[config.mk]
export PLATFORM = sky130hd
export DESIGN_NAME = vpu_top
export DESIGN_NICKNAME = d
export VERILOG_FILES = /design/src/vpu_addr_pkg.sv /design/src/vpu_msg_pkg.sv /design/src/vpu_addr_gen.sv /design/src/vpu_msg_update.sv /design/src/vpu_offset_tracker.sv /design/src/vpu_phase_ctrl.sv /design/src/vpu_top.sv
export SDC_FILE = /design/constraint.sdc
export NUM_CORES = 1
export LEC_CHECK = 0
export BUFFER_PORTS_ARGS = -buffer_cell sky130_fd_sc_hd__buf_2
export CORE_MARGIN = 5
export CORE_UTILIZATION = 50
export DETAILED_ROUTE_END_ITERATION = 8
export PLACE_DENSITY = 0.67
export SYNTH_ARGS = -nofsm -noshare
export SYNTH_HDL_FRONTEND = slang
export SYNTH_HIERARCHICAL = 1
export SYNTH_SLANG_ARGS = --single-unit
[constraint.sdc]
create_clock -name clk -period 2.4 [get_ports clk]
set_input_delay 0.48 -clock clk [delete_from_list [all_inputs] [get_ports clk]]
set_output_delay 0.48 -clock clk [all_outputs]
set_load 0.01 [all_outputs]
[src/vpu_addr_pkg.sv]
package vpu_addr_pkg;

    // one 256-entry bank per lane
    localparam int addr_width = 8;

    localparam logic [addr_width-1:0] addr_wrap = 8'd255;

    // offset increments per pass type
    localparam logic [addr_width-1:0] check_step = 8'd5;
    localparam logic [addr_width-1:0] bank_step  = 8'd3;
    localparam logic [addr_width-1:0] chan_step  = 8'd2;

    ////////////////////////////////////////////////////////////////////////////
    // decoder phases, one-hot
    ////////////////////////////////////////////////////////////////////////////

    typedef enum logic [3:0] {
        phase_idle       = 4'b0001,
        phase_armed      = 4'b0010,
        phase_check      = 4'b0100,
        phase_var_update = 4'b1000
    } phase_e;

endpackage

[src/vpu_msg_pkg.sv]
package vpu_msg_pkg;

    localparam int lane_count        = 3;
    localparam int msg_width_default = 6;

    // largest magnitude a message can carry
    localparam logic [msg_width_default-2:0] sat_mag = '1;

    // one message word, seen as raw bits or as sign and magnitude
    typedef union packed {
        logic [msg_width_default-1:0] raw;
        struct packed {
            logic                         sign;
            logic [msg_width_default-2:0] mag;
        } sm;
    } msg_u;

    // sign-magnitude to two's complement
    function automatic logic signed [msg_width_default-1:0] sm_to_int(input msg_u m);
        logic signed [msg_width_default-1:0] v;
        v = signed'({1'b0, m.sm.mag});
        return m.sm.sign ? -v : v;
    endfunction

    // back to sign-magnitude, clipped at sat_mag
    function automatic msg_u int_to_sat_sm(input logic signed [msg_width_default+1:0] v);
        logic [msg_width_default:0] mag;
        msg_u                       m;
        mag       = v[msg_width_default+1] ? -v[msg_width_default:0] : v[msg_width_default:0];
        m.sm.sign = v[msg_width_default+1];
        m.sm.mag  = (mag[msg_width_default:msg_width_default-1] != '0) ?
                    sat_mag : mag[msg_width_default-2:0];
        return m;
    endfunction

endpackage

[src/vpu_addr_gen.sv]
`timescale 1ns/1ns

module vpu_addr_gen (
    input  logic                clk,
    input  logic                reset_n,
    input  logic                check_start_i,
    input  logic                var_start_i,
    input  logic                check_wr_en_i,
    input  logic                var_wr_en_i,
    input  vpu_addr_pkg::phase_e phase_i,
    input  logic [vpu_msg_pkg::lane_count*vpu_addr_pkg::addr_width-1:0] shift_i,
    input  logic [vpu_addr_pkg::addr_width-1:0]                         bank_offset_i,
    input  logic [vpu_addr_pkg::addr_width-1:0]                         chan_offset_i,
    output logic [vpu_msg_pkg::lane_count*vpu_addr_pkg::addr_width-1:0] bank_addr_o,
    output logic [vpu_addr_pkg::addr_width-1:0]                         chan_addr_o,
    output logic                                                        bank_wr_en_o
);

    import vpu_msg_pkg::*;
    import vpu_addr_pkg::*;

    logic [addr_width-1:0] bank_addr_q [lane_count];
    logic [addr_width-1:0] chan_addr_q;
    logic                  bank_wr_en_q;
    logic                  load_shift;
    logic                  load_offset;
    logic                  sweep;

    // step to the next entry, wrapping at the end of the bank
    function automatic logic [addr_width-1:0] wrap_inc(input logic [addr_width-1:0] a);
        return (a == addr_wrap) ? '0 : a + 1'b1;
    endfunction

    assign load_shift  = check_start_i
                      && (phase_i == phase_armed || phase_i == phase_var_update);
    assign load_offset = var_start_i && (phase_i == phase_check);
    assign sweep       = (phase_i == phase_check) || (phase_i == phase_var_update);

    ////////////////////////////////////////////////////////////////////////////
    // bank address lanes
    ////////////////////////////////////////////////////////////////////////////

    always_ff @(posedge clk or negedge reset_n) begin
        if (!reset_n) begin
            for (int i = 0; i < lane_count; i++) begin
                bank_addr_q[i] <= '0;
            end
        end else begin
            for (int i = 0; i < lane_count; i++) begin
                if (load_shift)
                    bank_addr_q[i] <= shift_i[i*addr_width +: addr_width] + bank_offset_i;
                else if (load_offset)
                    bank_addr_q[i] <= bank_offset_i;
                else if (sweep)
                    bank_addr_q[i] <= wrap_inc(bank_addr_q[i]);
            end
        end
    end

    always_comb begin
        for (int i = 0; i < lane_count; i++) begin
            bank_addr_o[i*addr_width +: addr_width] = bank_addr_q[i];
        end
    end

    ////////////////////////////////////////////////////////////////////////////
    // channel address and write strobe
    ////////////////////////////////////////////////////////////////////////////

    always_ff @(posedge clk or negedge reset_n) begin
        if (!reset_n) begin
            chan_addr_q <= '0;
        end else if (load_offset) begin
            chan_addr_q <= chan_offset_i;
        end else if (phase_i == phase_var_update) begin
            chan_addr_q <= wrap_inc(chan_addr_q);
        end
    end

    // strobe source follows the phase
    always_ff @(posedge clk or negedge reset_n) begin
        if (!reset_n) begin
            bank_wr_en_q <= 1'b0;
        end else begin
            bank_wr_en_q <= (phase_i == phase_check && check_wr_en_i)
                         || (phase_i == phase_var_update && var_wr_en_i);
        end
    end

    assign chan_addr_o  = chan_addr_q;
    assign bank_wr_en_o = bank_wr_en_q;

endmodule

[src/vpu_msg_update.sv]
`timescale 1ns/1ns

module vpu_msg_update #(
    parameter int msg_width = vpu_msg_pkg::msg_width_default
) (
    input  logic                                        clk,
    input  logic                                        reset_n,
    input  vpu_addr_pkg::phase_e                        phase_i,
    input  logic [vpu_msg_pkg::lane_count*msg_width-1:0] lane_msg_i,
    input  logic [msg_width-1:0]                        chan_msg_i,
    output logic [vpu_msg_pkg::lane_count*msg_width-1:0] upd_msg_o,
    output logic                                        hard_dec_o
);

    import vpu_msg_pkg::*;
    import vpu_addr_pkg::*;

    // room for the channel value plus three lanes
    localparam int sum_width = msg_width + 2;

    msg_u                        lane_sm     [lane_count];
    msg_u                        chan_word;
    logic signed [msg_width-1:0] lane_int    [lane_count];
    logic signed [sum_width-1:0] total_sum;
    logic signed [sum_width-1:0] ext_sum_q   [lane_count];
    msg_u                        upd_q       [lane_count];
    logic                        hard_dec_q;

    always_comb begin
        chan_word.raw = chan_msg_i;
        total_sum     = sum_width'(signed'(chan_word.raw));
        for (int i = 0; i < lane_count; i++) begin
            lane_sm[i].raw = lane_msg_i[i*msg_width +: msg_width];
            lane_int[i]    = sm_to_int(lane_sm[i]);
            total_sum      = total_sum + sum_width'(lane_int[i]);
        end
    end

    // leave-one-out sums and hard decision
    always_ff @(posedge clk or negedge reset_n) begin
        if (!reset_n) begin
            hard_dec_q <= 1'b0;
            for (int i = 0; i < lane_count; i++) begin
                ext_sum_q[i] <= '0;
            end
        end else begin
            hard_dec_q <= total_sum[sum_width-1];
            for (int i = 0; i < lane_count; i++) begin
                ext_sum_q[i] <= total_sum - sum_width'(lane_int[i]);
            end
        end
    end

    // saturate back to sign-magnitude, var pass only
    always_ff @(posedge clk or negedge reset_n) begin
        if (!reset_n) begin
            for (int i = 0; i < lane_count; i++) begin
                upd_q[i] <= '0;
            end
        end else if (phase_i == phase_var_update) begin
            for (int i = 0; i < lane_count; i++) begin
                upd_q[i] <= int_to_sat_sm(ext_sum_q[i]);
            end
        end
    end

    always_comb begin
        for (int i = 0; i < lane_count; i++) begin
            upd_msg_o[i*msg_width +: msg_width] = upd_q[i].raw;
        end
    end

    assign hard_dec_o = hard_dec_q;

endmodule

[src/vpu_offset_tracker.sv]
`timescale 1ns/1ns

module vpu_offset_tracker (
    input  logic                                 clk,
    input  logic                                 reset_n,
    input  logic                                 start_i,
    input  logic                                 check_start_i,
    input  logic                                 var_start_i,
    input  logic                                 bank_wr_en_i,
    input  vpu_addr_pkg::phase_e                 phase_i,
    output logic [vpu_addr_pkg::addr_width-1:0]  bank_offset_o,
    output logic [vpu_addr_pkg::addr_width-1:0]  chan_offset_o
);

    import vpu_addr_pkg::*;

    logic [addr_width-1:0] wr_cnt_q;
    logic                  check_end_q;
    logic                  var_end_q;
    logic                  cnt_clear;
    logic                  last_write;

    assign cnt_clear = (check_start_i && (phase_i == phase_armed || phase_i == phase_var_update))
                    || (var_start_i && phase_i == phase_check);

    assign last_write = bank_wr_en_i && (wr_cnt_q == addr_wrap);

    // bank writes in the current pass
    always_ff @(posedge clk or negedge reset_n) begin
        if (!reset_n) begin
            wr_cnt_q <= '0;
        end else if (cnt_clear) begin
            wr_cnt_q <= '0;
        end else if (bank_wr_en_i) begin
            wr_cnt_q <= wr_cnt_q + 1'b1;
        end
    end

    always_ff @(posedge clk or negedge reset_n) begin
        if (!reset_n) begin
            check_end_q <= 1'b0;
            var_end_q   <= 1'b0;
        end else begin
            check_end_q <= last_write && (phase_i == phase_check);
            var_end_q   <= last_write && (phase_i == phase_var_update);
        end
    end

    // offsets rotate modulo 256
    always_ff @(posedge clk or negedge reset_n) begin
        if (!reset_n) begin
            bank_offset_o <= '0;
            chan_offset_o <= '0;
        end else if (start_i) begin
            bank_offset_o <= '0;
            chan_offset_o <= '0;
        end else if (check_end_q) begin
            bank_offset_o <= bank_offset_o + check_step;
        end else if (var_end_q) begin
            bank_offset_o <= bank_offset_o + bank_step;
            chan_offset_o <= chan_offset_o + chan_step;
        end
    end

endmodule

[src/vpu_phase_ctrl.sv]
`timescale 1ns/1ns

module vpu_phase_ctrl (
    input  logic                 clk,
    input  logic                 reset_n,
    input  logic                 start_i,
    input  logic                 check_start_i,
    input  logic                 var_start_i,
    output vpu_addr_pkg::phase_e phase_o,
    output logic                 var_wr_en_o
);

    import vpu_addr_pkg::*;

    phase_e                phase_q;
    phase_e                phase_next;
    logic [addr_width-1:0] var_cnt_q;
    logic                  var_wen_q;
    logic                  var_wen_d1_q;
    logic                  var_wen_d2_q;

    always_ff @(posedge clk or negedge reset_n) begin
        if (!reset_n) begin
            phase_q <= phase_idle;
        end else begin
            phase_q <= phase_next;
        end
    end

    always_comb begin
        phase_next = phase_q;
        case (phase_q)
            phase_idle: begin
                if (start_i)
                    phase_next = phase_armed;
            end
            phase_armed, phase_var_update: begin
                if (check_start_i)
                    phase_next = phase_check;
            end
            phase_check: begin
                if (var_start_i)
                    phase_next = phase_var_update;
            end
            default: phase_next = phase_idle;
        endcase
    end

    // cycles into the var pass
    always_ff @(posedge clk or negedge reset_n) begin
        if (!reset_n) begin
            var_cnt_q <= '0;
        end else if (phase_q == phase_check && var_start_i) begin
            var_cnt_q <= '0;
        end else if (phase_q == phase_var_update) begin
            var_cnt_q <= var_cnt_q + 1'b1;
        end
    end

    // write window, then two stages for the memory read latency
    always_ff @(posedge clk or negedge reset_n) begin
        if (!reset_n) begin
            var_wen_q    <= 1'b0;
            var_wen_d1_q <= 1'b0;
            var_wen_d2_q <= 1'b0;
        end else begin
            var_wen_d1_q <= var_wen_q;
            var_wen_d2_q <= var_wen_d1_q;
            if (phase_q == phase_check && var_start_i)
                var_wen_q <= 1'b1;
            else if (phase_q == phase_var_update && (check_start_i || var_cnt_q == addr_wrap))
                var_wen_q <= 1'b0;
        end
    end

    assign phase_o     = phase_q;
    assign var_wr_en_o = var_wen_d2_q;

endmodule

[src/vpu_top.sv]
`timescale 1ns/1ns

module vpu_top #(
    parameter int msg_width = vpu_msg_pkg::msg_width_default
) (
    input  logic                                                        clk,
    input  logic                                                        reset_n,
    input  logic                                                        start_i,
    input  logic                                                        check_start_i,
    input  logic                                                        var_start_i,
    input  logic                                                        check_wr_en_i,
    input  logic [vpu_msg_pkg::lane_count*vpu_addr_pkg::addr_width-1:0] shift_i,
    input  logic [vpu_msg_pkg::lane_count*msg_width-1:0]                lane_msg_i,
    input  logic [msg_width-1:0]                                        chan_msg_i,
    output logic [vpu_msg_pkg::lane_count*vpu_addr_pkg::addr_width-1:0] bank_addr_o,
    output logic [vpu_addr_pkg::addr_width-1:0]                         chan_addr_o,
    output logic                                                        bank_wr_en_o,
    output logic [vpu_msg_pkg::lane_count*msg_width-1:0]                upd_msg_o,
    output logic                                                        hard_dec_o
);

    import vpu_addr_pkg::*;

    phase_e                phase;
    logic                  var_wr_en;
    logic [addr_width-1:0] bank_offset;
    logic [addr_width-1:0] chan_offset;

    vpu_phase_ctrl phase_ctrl_inst (
        .clk           (clk),
        .reset_n       (reset_n),
        .start_i       (start_i),
        .check_start_i (check_start_i),
        .var_start_i   (var_start_i),
        .phase_o       (phase),
        .var_wr_en_o   (var_wr_en)
    );

    vpu_offset_tracker offset_tracker_inst (
        .clk           (clk),
        .reset_n       (reset_n),
        .start_i       (start_i),
        .check_start_i (check_start_i),
        .var_start_i   (var_start_i),
        .bank_wr_en_i  (bank_wr_en_o),
        .phase_i       (phase),
        .bank_offset_o (bank_offset),
        .chan_offset_o (chan_offset)
    );

    vpu_addr_gen addr_gen_inst (
        .clk           (clk),
        .reset_n       (reset_n),
        .check_start_i (check_start_i),
        .var_start_i   (var_start_i),
        .check_wr_en_i (check_wr_en_i),
        .var_wr_en_i   (var_wr_en),
        .phase_i       (phase),
        .shift_i       (shift_i),
        .bank_offset_i (bank_offset),
        .chan_offset_i (chan_offset),
        .bank_addr_o   (bank_addr_o),
        .chan_addr_o   (chan_addr_o),
        .bank_wr_en_o  (bank_wr_en_o)
    );

    vpu_msg_update #(
        .msg_width (msg_width)
    ) msg_update_inst (
        .clk        (clk),
        .reset_n    (reset_n),
        .phase_i    (phase),
        .lane_msg_i (lane_msg_i),
        .chan_msg_i (chan_msg_i),
        .upd_msg_o  (upd_msg_o),
        .hard_dec_o (hard_dec_o)
    );

endmodule

* Yosys cells after proc, flatten, opt, wreduce, memory -nomap -nowiden
Cells that the tools add are included.
** Word-level totals
- Word-level logic and storage cells :: 125
- Bits of input ports :: 54
- Output and inout port bits :: 52
- Flip-flop bits (word level) :: 117
** Operators by class
- Equality and inequality tests :: 14
- Reduce and logical (&&, ||, !) cells :: 25
- Muxes and demuxes :: 40
- Add/subtract/negate cells :: 24
** Operators with widths (count)
- $mux W8 :: 25
- $add A8 B1 Y8 const B :: 6
- $eq A8 B8 Y1 const B :: 6
- $add A8 B8 Y8 :: 3
- $sub A8 B6 Y8 :: 3
- $mux W7 :: 3
- $neg A7 Y7 :: 3
- $mux W6 :: 3
- $neg A5 Y6 :: 3
- $add A8 B2 Y8 const B :: 2
- $mux W5 :: 3
- $reduce_bool A2 Y1 :: 7
- $mux W4 :: 3
- $pmux W4 S3 :: 1
- $add A7 B6 Y8 :: 1
- $add A8 B3 Y8 const B :: 1
- $add A8 B6 Y8 :: 1
- $logic_and A1 B1 Y1 :: 8
- $ne A2 B2 Y1 const B :: 4
- $add A6 B6 Y7 :: 1
- $reduce_bool A3 Y1 :: 2
- $logic_or A1 B1 Y1 :: 5
- $eq A4 B1 Y1 const B :: 1
- $eq A4 B2 Y1 const B :: 1
- other kinds (6) :: 7

* Longest topological paths before layout
- Depth in word-level cells :: 6
- Gate-level depth with buffers :: 20
- Depth with buffers taken out :: 20

* Modules after synthesis
Netlist, hierarchy kept.
** By module, submodules not included
- vpu_msg_update :: times used 1, sequential area each 1076.0 um^2, area an instance 3493.4 um^2, cells an instance 374
- vpu_addr_gen :: times used 1, sequential area each 825.8 um^2, area an instance 3036.7 um^2, cells an instance 354
- vpu_offset_tracker :: times used 1, sequential area each 625.6 um^2, area an instance 1257.5 um^2, cells an instance 126
- vpu_phase_ctrl :: times used 1, sequential area each 376.6 um^2, area an instance 745.7 um^2, cells an instance 73

* Worst setup path after synthesis
Ideal clock, no wire load.
- Path kind :: input-to-reg
- Start :: input lane_msg_i[12] (netlist bit)
- End :: register msg_update_inst/ext_sum_q[15] (netlist bit)
- Slack :: -2016 ps
- Setup time :: 80 ps
- Required time :: 2320 ps
- Stages on the path :: 18
- Data arrival time :: 4336 ps
- Buffers on the path :: 0
- Cells stage by stage :: inv_1 > ha_1 > nor2b_1 > xnor2_1 > fa_1 > fa_1 > inv_1 > ha_1 > a21o_1 > a21oi_1 > o21bai_1 > a21oi_1 > xnor2_1 > ha_1 > a2111o_1 > o21ai_0 > xnor2_1 > xnor2_1
** Between the ends
- Word-level cells in the longest chain between the ends :: 4
** Ends and longest elaborated chain
- start, declared :: RTL line vpu_top.sv:13 : input logic [vpu_msg_pkg::lane_count*msg_width-1:0] lane_msg_i,
- $neg A5 Y6 :: RTL line vpu_msg_pkg.sv:22 : return m.sm.sign ? -v : v;
- $mux W6 * :: RTL line vpu_msg_pkg.sv:22
- $add A8 B6 Y8 * :: RTL line vpu_msg_update.sv:35 : total_sum = total_sum + sum_width'(lane_int[i]);
- $sub A8 B6 Y8 * :: RTL line vpu_msg_update.sv:49 : ext_sum_q[i] <= total_sum - sum_width'(lane_int[i]);
- end signal, assigned by index :: RTL line vpu_msg_update.sv:49
- end, declared :: RTL line vpu_msg_update.sv:25 : logic signed [sum_width-1:0] ext_sum_q [lane_count];
Mark *: on every way between the ends. The rest lies on a longest branch, timed or not.
A chain may end at the register's enable or synchronous reset.

* Worst setup path in the final report
- Start :: input lane_msg_i[6] (netlist bit)
- End :: register msg_update_inst/ext_sum_q[15] (netlist bit)
** Between the ends
- Word-level cells in the longest chain between the ends :: 5
** Ends and longest elaborated chain (RTL line)
- $neg A5 Y6 :: vpu_msg_pkg.sv:22
- $mux W6 * :: vpu_msg_pkg.sv:22
- $add A7 B6 Y8 :: vpu_msg_update.sv:35
- $add A8 B6 Y8 :: vpu_msg_update.sv:35
- $sub A8 B6 Y8 * :: vpu_msg_update.sv:49
Marks and branches as above.

==> impl_metrics.tcl <==
set metrics [dict create \
    status "complete, but fails checks" \
    violations "setup timing" \
    cts_tree "done" \
    fin_area_sq_mm 0.01158 \
    gp_congestion 0.8889 \
    tightestPinTransition_ns 0.7913 \
    drive_gt1_frac 0.3194 \
    max_freq_mhz 247.0 \
    synth.cell_area_sq_mm 0.008533 \
    clock_path_buffers 2 \
    syn_avg_cell_area_sq_um 9.205 \
    grt_max_degree 41 \
    cp.arrival_ns 4.37 \
    via_per_inst 5.659 \
    worstPathCellList "buf_12 -> inv_12 -> ha_4 -> nor2b_4 -> xnor2_2 -> fa_1 -> fa_1 -> inv_1 -> ha_1 -> a21o_1 -> a21oi_4 -> o21bai_1 -> a21oi_2 -> xnor2_2 -> buf_6 -> ha_4 -> a2111o_1 -> o21ai_2 -> xnor2_2 -> xnor2_1" \
    first_iter_violations 453 \
    tns_ns -25.20 \
    final_core_util 0.6957 \
    hold_viol_final 0 \
    synth_nets 1066 \
    grt_remaining_overflow 0 \
    min_period_over_period 1.687 \
    drv_slew 0 \
    grt_pass1_vias 7899 \
    max_stage_delay_ns 0.54 \
    cp_common_cell "xnor2_2" \
    rsz0062_at_grt "yes" \
    fillerInstances 1259 \
    cap_violations 0 \
    finalWorstSetupSlack_ns -1.648 \
    cp_max_fo 4 \
    leakage_nw 5.265 \
    finalCriticalPeriod_ns 4.048 \
    clk_pin_slew_worst_paths_ns 0.06 \
    start_util 0.5127 \
    irDropWorstVdd_v 0.0008044 \
    ys_seq_area_frac 0.3403 \
    ys_seq_elements 116 \
    clk_latency_ns 0.42 \
    cts_sinks 116 \
    setup_viol 22 \
    final_net_count 1297 \
    port_buffers 105 \
    syn_inst 927 \
    async_flop_share 1.000 \
    mostFrequentLayoutCells "dfrtp_1, buf_4, buf_2, nor2_1, inv_1" \
    critPathKind "in -> reg" \
    rows 47 \
    io_pins 106 \
    grt_pass1_wl_microns 38340 \
    power_density_mw_per_mm2 1330 \
    clock-root-buffer "clkbuf_16" \
    multi_input_area_sq_mm 0.005807 \
    place_hpwl_microns 17120 \
    yosys_warnings 6 \
    die_x_microns 140.6 \
    ctsHoldBuffers 0 \
    vias 7877 \
    cp-end-kind "flip-flop" \
    synth-main-ff-cell "dfrtp_1" \
    final-seq-area_sq_mm 0.002904 \
    synth-edff-count 0 \
    critPathSlowestCell "fa_1" \
    postRouteAntennaNets 0 \
    htree_levels 4 \
    worstSetupStartpointType "input pin" \
    critPathRequiredTime_ns 2.72 \
    syn_to_final_growth_pct 35.68 \
    synthDistinctLibCells 79 \
    place_area_sq_mm 0.01025 \
    die_h_microns 140.6 \
    die_area_sq_mm 0.01978 \
    first_pass_iters 5 \
    antenna_found_initial 0 \
    clock_skew_ns 0.009229 \
    drc 0 \
    core_area_sq_mm 0.01664 \
    max_slew_margin 0.4689 \
    mostFrequentLayoutCell "dfrtp_1" \
    totalWireLength_microns 24000 \
    hold_path_class "in -> async" \
    dpl_worst_slack_ns -2.382 \
    post_drt_wl_per_cell_microns 17.24 \
    cts_buffers 17 \
    grt.total_usage 0.2390 \
]
-- per-layer routing --
layer / global-route usage / part of all wire / vias to the layer above / wire (microns)
li1: - / - / 3786 / -
met1: 0.2897 / 0.41 / 3812 / 9769
met2: 0.4161 / 0.51 / 217 / 12200
met3: 0.04944 / 0.052 / 62 / 1247
met4: 0.09587 / 0.033 / 0 / 782
met5: 0 / 0 / - / 0
-- final timing paths --
check,slack (ns),startpoint,depth (start not counted),endpoint
max,-1.65,lane_msg_i[6],20,msg_update_inst/ext_sum_q[15]
min,0.04,reset_n,1,msg_update_inst/ext_sum_q[9]
max reg2reg,0.25,offset_tracker_inst/bank_offset_o[0],8,addr_gen_inst/bank_addr_o[22]
min reg2reg,0.38,phase_ctrl_inst/var_wen_d1_q,0,phase_ctrl_inst/var_wr_en_o
max in group asynchronous,1.68,reset_n,2,phase_ctrl_inst/phase_o[0]
min in group clk,0.33,start_i,2,offset_tracker_inst/chan_offset_o[3]
-- cell usage after synthesis, types with 8 or more instances --
master,count,share of area
nor2_1,81,0.036
xor2_1,37,0.038
nand3_1,33,0.019
and3_1,11,0.0081
o22ai_1,14,0.010
o31ai_1,9,0.0079
ha_1,64,0.094
a22oi_1,8,0.0070
mux2_2,8,0.011
mux2i_1,10,0.012
buf_2,8,0.0047
a21oi_1,60,0.035
a21o_1,8,0.0070
inv_1,72,0.032
o31a_1,8,0.0082
o21a_1,28,0.025
nand2_1,53,0.023
nor3_1,15,0.0088
fa_1,21,0.049
nor2b_1,22,0.016
xnor2_1,42,0.043
o211ai_1,10,0.0088
or3_1,13,0.0095
o21ai_0,60,0.035
dfrtp_1,115,0.34
-- cells by family after synthesis --
| family | count (synthesis) | share of synthesized area |
|---|---|---|
| XOR/XNOR | 79 | 0.08108 |
| buffers and inverters | 93 | 0.04516 |
| multiplexers | 18 | 0.02229 |
| flip-flops | 116 | 0.3403 |
| adder cells (fa/ha/maj) | 85 | 0.1431 |
| AO/OA/AOI/OAI | 258 | 0.1966 |
| other | 1 | 0.0004395 |
| AND/OR/NAND/NOR | 277 | 0.1710 |
-- registers in the layout, summed over array words and instances (netlist names), 4 cells and up --
| signal | flops |
|---|---|
| addr_gen_inst/chan_addr_o | 8 |
| msg_update_inst/ext_sum_q | 24 |
| offset_tracker_inst/chan_offset_o | 7 |
| msg_update_inst/upd_msg_o | 18 |
| phase_ctrl_inst/phase_o | 4 |
| offset_tracker_inst/bank_offset_o | 8 |
| offset_tracker_inst/wr_cnt_q | 8 |
| addr_gen_inst/bank_addr_o | 24 |
| phase_ctrl_inst/var_cnt_q | 8 |
-- area by class of cell --
cell class              count  area share
multi-input cells         718      0.5016
flip-flops and latches    116      0.2508
repair buffers            233      0.1413
clock buffers              21     0.03977
inverters                  72     0.02702
well taps                 220     0.02378
clock inverters            11     0.01556
diodes                      1   0.0002161
-- repair_timing --
action / in CTS / in global routing
buffers inserted: 9 / 9
pin swaps: 29 / 42
resized for setup: 76 / 39
setup endpoints to repair: 22 / 22
-- per-stage QoR --
step	hold slack [ns]	power, mW	instances
floorplan	0.1844	7.634	927
global placement	0.3752	10.05	1343
detailed placement	0.3785	10.22	1343
CTS	0.05462	14.30	1384
global route	0.08012	16.40	1391
finish	0.03979	15.40	1392
-- worst max-delay path, delay by kind of cell --
kind            cells  cell delay [ns]
xor+xnor            4             0.58
simple gates        1             0.12
compound gates      6             1.21
buf+inv             4             0.33
fa+ha+maj           5             1.63
-- power by group --
part           internal [mW]  switching, mW  total [mW]
combinational           4.86           4.36        9.22
sequential              2.68          0.747        3.43
clock                   1.88          0.873        2.76
(Power assumes the default switching activity.)
